File: src/msg_pkg.sv
package msg_pkg;

	// one ascii character on the serial side, also used for block ids
	typedef logic [7:0] char_t;

	// character position inside a message
	// 16 slots, longest message uses 11
	typedef logic [3:0] char_idx_t;

	// character gap counter
	typedef logic [12:0] gap_cnt_t;

	// clock cycles between two characters
	localparam gap_cnt_t CHAR_GAP = 13'd4340;
	// count value that fires the tick
	localparam gap_cnt_t GAP_LAST = 13'd4339;

	// active crane section
	typedef enum logic [1:0] {
		ZONE_EU,
		ZONE_CU,
		ZONE_RU
	} zone_t;

	// message kinds in event priority order
	typedef enum logic [1:0] {
		MSG_FAULT,
		MSG_PICKUP,
		MSG_DEPOSIT
	} msg_kind_t;

	// sequencer states
	typedef enum logic {
		SEQ_IDLE,
		SEQ_SEND
	} seq_state_t;

	// ascii letters used in the message texts
	localparam char_t CH_B = 8'h42;
	localparam char_t CH_C = 8'h43;
	localparam char_t CH_D = 8'h44;
	localparam char_t CH_E = 8'h45;
	localparam char_t CH_F = 8'h46;
	localparam char_t CH_I = 8'h49;
	localparam char_t CH_M = 8'h4D;
	localparam char_t CH_P = 8'h50;
	localparam char_t CH_R = 8'h52;
	localparam char_t CH_S = 8'h53;
	localparam char_t CH_U = 8'h55;

	// separators
	localparam char_t CH_DASH = 8'h2D;
	// terminator, closes every message
	localparam char_t CH_HASH = 8'h23;

	// blank character before the first message
	localparam char_t CH_NUL = 8'h00;

	// '#' position for fault and deposit texts
	localparam char_idx_t LAST_IDX_SHORT = 4'd8;
	// '#' position for pickup text
	localparam char_idx_t LAST_IDX_PICKUP = 4'd10;
	// slot of the raw block id in a pickup text
	localparam char_idx_t ID_IDX_PICKUP = 4'd8;

endpackage

File: src/event_select.sv
`timescale 1ns/1ps

module event_select (
	input  logic              clk_50M,
	input  logic              rst_n,
	// section levels
	input  logic              eu_active,
	input  logic              cu_active,
	input  logic              ru_active,
	// event levels
	input  logic              fault_detect,
	input  logic              em_active,
	input  logic              em_drop,
	// block id byte per section
	input  msg_pkg::char_t    esu_block_id,
	input  msg_pkg::char_t    csu_block_id,
	input  msg_pkg::char_t    rsu_block_id,
	// registered request
	output logic              req_valid,
	output msg_pkg::zone_t    req_zone,
	output msg_pkg::msg_kind_t req_kind,
	output msg_pkg::char_t    req_block_id
);
	import msg_pkg::*;

	logic any_zone;
	logic any_event;

	assign any_zone  = eu_active | cu_active | ru_active;
	assign any_event = fault_detect | em_active | em_drop;

	// request only when a section and an event are both present
	always_ff @(posedge clk_50M or negedge rst_n) begin
		if (!rst_n) begin
			req_valid <= 1'b0;
		end else begin
			req_valid <= any_zone & any_event;
		end
	end

	// payload fields, only looked at while req_valid is high
	always_ff @(posedge clk_50M) begin
		// section priority eu > cu > ru
		if (eu_active) begin
			req_zone     <= ZONE_EU;
			req_block_id <= esu_block_id;
		end else if (cu_active) begin
			req_zone     <= ZONE_CU;
			req_block_id <= csu_block_id;
		end else begin
			req_zone     <= ZONE_RU;
			req_block_id <= rsu_block_id;
		end
		// event priority fault > pickup > deposit
		if (fault_detect) begin
			req_kind <= MSG_FAULT;
		end else if (em_active) begin
			req_kind <= MSG_PICKUP;
		end else begin
			req_kind <= MSG_DEPOSIT;
		end
	end

endmodule

File: src/msg_composer.sv
`timescale 1ns/1ps

module msg_composer (
	input  msg_pkg::msg_kind_t kind,
	input  msg_pkg::zone_t     zone,
	input  msg_pkg::char_t     block_id,
	input  msg_pkg::char_idx_t idx,
	output msg_pkg::char_t     ch,
	output logic               last
);
	import msg_pkg::*;

	char_t zone_ch;
	char_t pre_1;
	char_t pre_2;

	// first letter of the section name
	always_comb begin
		case (zone)
			ZONE_EU: zone_ch = CH_E;
			ZONE_CU: zone_ch = CH_C;
			default: zone_ch = CH_R;
		endcase
	end

	// fault and deposit share a layout
	// only the first two letters differ
	always_comb begin
		if (kind == MSG_FAULT) begin
			pre_1 = CH_F;
			pre_2 = CH_I;
		end else begin
			pre_1 = CH_B;
			pre_2 = CH_D;
		end
	end

	// text table
	always_comb begin
		ch   = CH_NUL;
		last = 1'b0;
		case (kind)
			MSG_PICKUP: begin
				// BPM-SU-B<id>-#
				case (idx)
					4'd0:  ch = CH_B;
					4'd1:  ch = CH_P;
					4'd2:  ch = CH_M;
					4'd3:  ch = CH_DASH;
					4'd4:  ch = CH_S;
					4'd5:  ch = CH_U;
					4'd6:  ch = CH_DASH;
					4'd7:  ch = CH_B;
					4'd9:  ch = CH_DASH;
					4'd10: ch = CH_HASH;
					default: ch = CH_NUL;
				endcase
				// raw id byte goes out untouched
				if (idx == ID_IDX_PICKUP) begin
					ch = block_id;
				end
				last = (idx == LAST_IDX_PICKUP);
			end
			default: begin
				// FIM-xSU-# or BDM-xSU-#
				case (idx)
					4'd0: ch = pre_1;
					4'd1: ch = pre_2;
					4'd2: ch = CH_M;
					4'd3: ch = CH_DASH;
					4'd4: ch = zone_ch;
					4'd5: ch = CH_S;
					4'd6: ch = CH_U;
					4'd7: ch = CH_DASH;
					4'd8: ch = CH_HASH;
					default: ch = CH_NUL;
				endcase
				last = (idx == LAST_IDX_SHORT);
			end
		endcase
	end

endmodule

File: src/char_pacer.sv
`timescale 1ns/1ps

module char_pacer (
	input  logic clk_50M,
	input  logic rst_n,
	// count only while a message is going out
	input  logic en,
	// one cycle every CHAR_GAP cycles
	output logic tick
);
	import msg_pkg::*;

	gap_cnt_t cnt;

	// free running gap counter, parked at zero when idle
	always_ff @(posedge clk_50M or negedge rst_n) begin
		if (!rst_n) begin
			cnt <= '0;
		end else if (!en) begin
			cnt <= '0;
		end else if (cnt == GAP_LAST) begin
			// wrap so the next gap is full length
			cnt <= '0;
		end else begin
			cnt <= cnt + gap_cnt_t'(1);
		end
	end

	// gated by en so a dropped enable never leaks a tick
	assign tick = en & (cnt == GAP_LAST);

endmodule

File: src/msg_sequencer.sv
`timescale 1ns/1ps

module msg_sequencer (
	input  logic               clk_50M,
	input  logic               rst_n,
	// request from event_select
	input  logic               req_valid,
	input  msg_pkg::zone_t     req_zone,
	input  msg_pkg::msg_kind_t req_kind,
	input  msg_pkg::char_t     req_block_id,
	// character gap from the pacer
	input  logic               tick,
	// current character from the composer
	input  msg_pkg::char_t     comp_char,
	input  logic               comp_last,
	output logic               pace_en,
	// latched message fields for the composer
	output msg_pkg::msg_kind_t cur_kind,
	output msg_pkg::zone_t     cur_zone,
	output msg_pkg::char_t     cur_block_id,
	output msg_pkg::char_idx_t cur_idx,
	// serial side
	output msg_pkg::char_t     msg,
	output logic               data_send
);
	import msg_pkg::*;

	seq_state_t state;
	logic       accept;

	// take a new request only while idle
	assign accept = (state == SEQ_IDLE) & req_valid;

	always_ff @(posedge clk_50M or negedge rst_n) begin
		if (!rst_n) begin
			state     <= SEQ_IDLE;
			pace_en   <= 1'b0;
			cur_idx   <= '0;
			msg       <= CH_NUL;
			data_send <= 1'b0;
		end else begin
			// strobe is single cycle
			data_send <= 1'b0;
			case (state)
				SEQ_IDLE: begin
					if (req_valid) begin
						state   <= SEQ_SEND;
						pace_en <= 1'b1;
						cur_idx <= '0;
					end
				end
				SEQ_SEND: begin
					if (tick) begin
						// msg holds until the next character
						msg       <= comp_char;
						data_send <= 1'b1;
						if (comp_last) begin
							// stop the pacer, '#' is the final pulse
							pace_en <= 1'b0;
						end else begin
							cur_idx <= cur_idx + 4'd1;
						end
					end else if (!pace_en) begin
						// terminator went out last cycle
						state <= SEQ_IDLE;
					end
				end
				default: begin
					state   <= SEQ_IDLE;
					pace_en <= 1'b0;
				end
			endcase
		end
	end

	// freeze the request so input changes cannot touch this message
	always_ff @(posedge clk_50M) begin
		if (accept) begin
			cur_kind     <= req_kind;
			cur_zone     <= req_zone;
			cur_block_id <= req_block_id;
		end
	end

endmodule

File: src/message_unit.sv
`timescale 1ns/1ps

module message_unit (
	input  logic           clk_50M,
	input  logic           rst_n,
	// section levels
	input  logic           eu_active,
	input  logic           cu_active,
	input  logic           ru_active,
	// event levels
	input  logic           fault_detect,
	input  logic           em_active,
	input  logic           em_drop,
	// block id bytes
	input  msg_pkg::char_t esu_block_id,
	input  msg_pkg::char_t csu_block_id,
	input  msg_pkg::char_t rsu_block_id,
	// serial character and its strobe
	output msg_pkg::char_t msg,
	output logic           data_send
);
	import msg_pkg::*;

	// request path
	logic      req_valid;
	zone_t     req_zone;
	msg_kind_t req_kind;
	char_t     req_block_id;

	// composer path
	msg_kind_t cur_kind;
	zone_t     cur_zone;
	char_t     cur_block_id;
	char_idx_t cur_idx;
	char_t     comp_char;
	logic      comp_last;

	// pacer path
	logic pace_en;
	logic tick;

	event_select u_event_select (
		.clk_50M      (clk_50M),
		.rst_n        (rst_n),
		.eu_active    (eu_active),
		.cu_active    (cu_active),
		.ru_active    (ru_active),
		.fault_detect (fault_detect),
		.em_active    (em_active),
		.em_drop      (em_drop),
		.esu_block_id (esu_block_id),
		.csu_block_id (csu_block_id),
		.rsu_block_id (rsu_block_id),
		.req_valid    (req_valid),
		.req_zone     (req_zone),
		.req_kind     (req_kind),
		.req_block_id (req_block_id)
	);

	msg_sequencer u_sequencer (
		.clk_50M      (clk_50M),
		.rst_n        (rst_n),
		.req_valid    (req_valid),
		.req_zone     (req_zone),
		.req_kind     (req_kind),
		.req_block_id (req_block_id),
		.tick         (tick),
		.comp_char    (comp_char),
		.comp_last    (comp_last),
		.pace_en      (pace_en),
		.cur_kind     (cur_kind),
		.cur_zone     (cur_zone),
		.cur_block_id (cur_block_id),
		.cur_idx      (cur_idx),
		.msg          (msg),
		.data_send    (data_send)
	);

	msg_composer u_composer (
		.kind     (cur_kind),
		.zone     (cur_zone),
		.block_id (cur_block_id),
		.idx      (cur_idx),
		.ch       (comp_char),
		.last     (comp_last)
	);

	char_pacer u_pacer (
		.clk_50M (clk_50M),
		.rst_n   (rst_n),
		.en      (pace_en),
		.tick    (tick)
	);

endmodule

File: config.mk
export PLATFORM = sky130hd
export DESIGN_NAME = message_unit
export DESIGN_NICKNAME = d
export VERILOG_FILES = /design/src/msg_pkg.sv /design/src/event_select.sv /design/src/msg_composer.sv /design/src/char_pacer.sv /design/src/msg_sequencer.sv /design/src/message_unit.sv
export SDC_FILE = /design/constraint.sdc
export NUM_CORES = 1
export LEC_CHECK = 0
export ABC_AREA = 0
export BUFFER_PORTS_ARGS = -buffer_cell sky130_fd_sc_hd__buf_2
export CORE_ASPECT_RATIO = 0.8
export CORE_MARGIN = 2
export CORE_UTILIZATION = 47
export DETAILED_ROUTE_END_ITERATION = 8
export PLACE_DENSITY = 0.68
export SYNTH_ARGS = -nofsm -noshare
export SYNTH_HDL_FRONTEND = slang
export SYNTH_SLANG_ARGS = --single-unit
File: constraint.sdc
create_clock -name clk_50M -period 4.2 [get_ports clk_50M]
set_input_delay 0.84 -clock clk_50M [delete_from_list [all_inputs] [get_ports clk_50M]]
set_output_delay 0.84 -clock clk_50M [all_outputs]
set_load 0.05 [all_outputs]
# == Word level (Yosys, flattened, before mapping) ==
# Memories as Yosys holds them, arrays and structs flattened.
# Index checks and enable logic that the tools add are counted.
# word_totals
output_inout_bits,9
ff_bits,53
memories,1
romBits,112
input_bits,32
word_cells,74
# memory_table
memory,words,width,read_ports,rd_ports_with_merged_regs,write_ports,line_no,source
(name not given),16,7,1,0,0,msg_composer.sv:45,case (idx)
# op_classes
n_reduce_logical,7
addsub,2
bitwise_logic,8
mux,27
n_eq_ne,16
# ops
op,n
case mux 7 bit (8 select lines),1
2-to-1 mux 8 bit,4
2-to-1 mux 13 bit,2
equality test 4 x 3 -> 1 bit (second input constant),4
2-to-1 mux 4 bit,4
adder 13 x 1 -> 13 bit (second input constant),1
equality test 13 bit (second input constant),1
case mux 5 bit (2 select lines),1
2-to-1 mux 1 bit,9
equality test 4 x 2 -> 1 bit (second input constant),2
equality test 4 bit (second input constant),2
inequality test 2 bit (second input constant),4
case mux 4 bit (2 select lines),1
AND reduction 3 bit,2
adder 4 x 1 -> 4 bit (second input constant),1
equality test 2 x 1 -> 1 bit (second input constant),2
equality test 4 x 1 -> 1 bit (second input constant),1
logical NOT 2 bit,2
logical NOT 4 bit,1
2-to-1 mux 2 bit,2
OR 1 bit,4
case mux 1 bit (2 select lines),2
bitwise AND 1 bit,3
2-to-1 mux 3 bit,1
3 further kinds,3

# == Longest topological paths before layout ==
# depth
ltp_word,5
mapped_depth,8
mapped_depth_nobuf,7

# == By module ==
# From an unflattened synthesis, not the netlist that was laid out.
# unflattened
hier_cells,250
area_unflattened_um2,2621.3
# modules_own_cells
module,seq_area_each_um2,cells_per_inst,area_each_um2,instances
msg_sequencer,735.7,57,949.7,1
char_pacer,325.3,64,671.9,1
msg_composer,0.0,82,526.8,1
event_select,265.3,47,473.0,1

# == Worst setup path after synthesis ==
# No wires, ideal clock.
# synth_path
kind,flip-flop to flip-flop
from,reg u_pacer.cnt[0]
to,reg u_sequencer.pace_en
path_stages_with_launch,6
synth_period_minus_slack_ps,2008
arrival_ps,1876
path_buffers,0
setup_slack_ps,2192
required_ps,4067
setup_time_ps,133
path_cell_list,dfrtp_1 ha_1 or4bb_4 or4_4 nor3_1 o21ai_0
# synth_via
elab_chain_cells,4
# synth_lines
element,line_no,source
start: declaration,char_pacer.sv:13,gap_cnt_t cnt;
start signal: assignment,char_pacer.sv:25,cnt <= cnt + gap_cnt_t'(1);
equality test 13 bit,char_pacer.sv:30,assign tick = en & (cnt == GAP_LAST);
bitwise AND 1 bit,char_pacer.sv:30,
inequality test 2 bit (no source line),--,
AND reduction 3 bit (no source line),--,
end signal: assignment,msg_sequencer.sv:37,pace_en <= 1'b0;
end signal: assignment,msg_sequencer.sv:48,pace_en <= 1'b1;
end signal: assignment,msg_sequencer.sv:59,pace_en <= 1'b0;
end: declaration,msg_sequencer.sv:16,"output logic pace_en,"
# No other way between the ends.
# A chain may end at the register's enable or synchronous reset.

# == Worst setup path after layout ==
# layout_path
from,reg u_pacer.cnt[0]
to,reg u_sequencer.cur_idx[3]
# layout_via
elab_chain_cells,4
# layout_lines
element,line_no,source
equality test 13 bit,char_pacer.sv:30,
bitwise AND 1 bit,char_pacer.sv:30,
inequality test 2 bit (no source line),--,
AND reduction 3 bit (no source line),--,
end signal: assignment,msg_sequencer.sv:61,cur_idx <= cur_idx + 4'd1;
end: declaration,msg_sequencer.sv:21,"output msg_pkg::char_idx_t cur_idx,"
# No other way between the ends.

==> results.ini <==
[pwr]
p_leak_nw = 1.247
p_int_mw = 0.7794
switching_power_mw = 0.3016
irDropWorstVdd_mv = 0.1817
power_frac_comb_pct = 14.4
power_density_nw_per_um2 = 380.1
pwr-share-seq_pct = 59.5
pwr-share-clk_pct = 26.1
swShare_pct = 27.90

[cts]
worst_skew_pair.late_latency_ns = 0.30
cts-hold-fix-buffers = 0
ctsResizeCount = 0
cts_buffers = 5
clockBufferDepth = 2
cts.sinks = 53
path_clk_slew_ns = 0.09
cts_setup_buffers = 0
htreeDepth = 2
root_buffer = clkbuf_8
cts_tree = built

[sta]
fin_crit_sh_pct = 58.95
tns_ns = 0
hold_viol_final = 0
fmax_mhz = 403.9
slew_headroom_pct = 45.79
fin_ws_ns = 1.724
max_slew.worst_pin.slew_ns = 0.8071
period_minus_slack_ns = 2.476
setup_viol = 0
rsz0062_at_grt = no
finClkSkew_ns = 0.007642
maxSlewViolCount = 0

[place]
port_buffers = 40
dpl.hpwl_mm = 3.386
dp_slack_ns = 1.762
gp_congestion = 0.8798

[detailed_routing]
vias_per_cell = 5.466
first_pass_iters = 7
drc = 1
via_count = 1913
wl_per_cell_um = 13.53
drtIter0Drc = 224
drt-total-wl_mm = 4.735
final_antenna_net_count = 0

[yosys]
syn_inst = 251
ys_top_cells_by_count = 29 x dfrtp_1, 29 x nor2_1, 19 x nand2_1
synth-main-ff-cell = dfrtp_1
synth.yosys.seq_area_share_pct = 52.63
syn_area_um2 = 2520
synth_cell_types = 44
syn_area_per_cell_um2 = 10.04
yosysTopAreaCell = dfrtp_1
async_flop_share_pct = 54.72
ys_warn_count = 0
synth-edff-count = 12
synthTopCellsByArea = dfrtp_1 29%, edfxtp_1 14%, dfxtp_1 9.5%, nor2_1 4.3%, mux2i_1 4.0%
synth.net_count = 290
yosysTopAreaCellShare_pct = 28.80
ys_ff_latch = 53

[setup_path]
cp_cell_sequence = ha_1 -> or4bb_4 -> nor4_4 -> nand4_1 -> xor2_1 -> nor2_1
crit_slowest_cell = nor4_4
critical_path_class = register to register
endpoint_kind = register
critical_path.max_stage_delay_ns = 0.70
cp.required_ns = 4.43
crit_fanout = 16
worst_ep_arrival_time_ns = 2.70
startpoint_type = register

[die]
dieArea_um2 = 5967
num_rows = 23
ios = 41
start_util_pct = 49.47
die_h_um = 69.49
die_x_um = 85.87
core_um2 = 5094

[grt]
grt-ovfl-total = 0
grt.total_usage_pct = 16.15
antenna_found_initial = 0
grt_pass1_vias = 1610
grt_max_degree = 30
grt_pass1_wl_mm = 7.803

[finish]
n_fill_cell = 451
final_core_util_pct = 55.83
multi_input_area_um2 = 1099
layout.area.seq_um2 = 1326
antenna_cells = 0
final_net_count = 326
syn_to_final_growth_pct = 12.86
drive_gt1_share_pct = 19.10

[status]
violations = design-rule violations
status = finished with violations

[run]
maxCapViolations = 0

[min_path]
worstHoldPathType = register to register

## cell usage in the layout, fill, tap and decap left out, drive strengths merged, types with 10 or more instances in the layout
| master | n |
|---|---|
| nand2 | 19 |
| dfrtp | 29 |
| dfxtp | 12 |
| o21ai | 18 |
| mux2i | 10 |
| inv | 13 |
| nor2 | 29 |
| edfxtp | 12 |
| buf | 41 |
| a21oi | 16 |
## registers in the layout, indices dropped and copies added, names as in the netlist
signal                       flops
u_sequencer.msg                  8
u_sequencer.cur_zone             2
u_sequencer.data_send            1
u_event_select.req_zone          2
u_sequencer.pace_en              1
u_sequencer.cur_idx              4
u_sequencer.state                1
u_event_select.req_valid         1
u_pacer.cnt                     13
u_event_select.req_block_id      8
u_sequencer.cur_kind             2
u_event_select.req_kind          2
u_sequencer.cur_block_id         8
## path summary, 6_finish.rpt
check                                           startpoint                       to  slack [ns]  cells past startpoint
worst min-delay path            u_event_select.req_kind[1]  u_sequencer.cur_kind[1]        0.41                      0
worst max-delay path                        u_pacer.cnt[0]   u_sequencer.cur_idx[3]        1.72                      6
min in group asynchronous                            rst_n       u_sequencer.msg[6]        0.55                      1
max in group asynchronous                            rst_n           u_pacer.cnt[0]        3.23                      1
worst max register to register              u_pacer.cnt[0]   u_sequencer.cur_idx[3]        1.72                      6
worst min register to register  u_event_select.req_kind[1]  u_sequencer.cur_kind[1]        0.41                      0
## through the flow
stage | std cells | total power [mW] | hold slack (ns) | cell area (um2)
after floorplan | 251 | 0.7572 | 0.3855 | 2520
after global placement | 342 | 0.8056 | 0.3881 | 2755
after detailed placement | 342 | 0.8093 | 0.3895 | 2755
after CTS | 350 | 1.094 | 0.4144 | 2844
after global routing | 350 | 1.147 | 0.4194 | 2844
final | 350 | 1.081 | 0.4121 | 2844
## critical path: cells and delay by family, from the launching register on
kind,cells,cell delay (ns)
simple gates,4,1.60
flops,1,0.40
fa+ha+maj,1,0.22
xor+xnor,1,0.18
## area by class of cell
cell class                 instances  share of cell area, %
multi-input combinational        174                  38.63
clock buffer                       5                  2.420
clock inverter                     3                 0.7039
tap                               62                  2.728
inverter                          12                  1.584
timing repair buffer              41                  7.303
sequential                        53                  46.63
## logic make-up after synthesis
logic type | share of synthesized area, %
DFF | 52.63
adders and majority gates | 3.476
muxes | 3.972
xor gates and xnor gates | 3.476
AOI/OAI and AO/OA | 14.90
buffers and inverters | 3.774
and+or+nand+nor | 17.77
## per-layer routing
metal	vias to the layer above	GRT usage [%]	wire, um
met1	856	26.43	2434
met2	84	20.93	1902
met4	0	4.762	34
met5	-	0	0
li1	969	-	-
met3	4	3.333	364
## power by group through the flow
stage / Clock (mW) / Sequential, mW / Combinational (mW)
after floorplan: 0 / 0.640 / 0.117
after global placement: 0 / 0.649 / 0.156
after detailed placement: 0 / 0.652 / 0.157
after CTS: 0.294 / 0.642 / 0.158
after global routing: 0.315 / 0.650 / 0.182
final: 0.282 / 0.643 / 0.156
(Power assumes the default switching activity.)
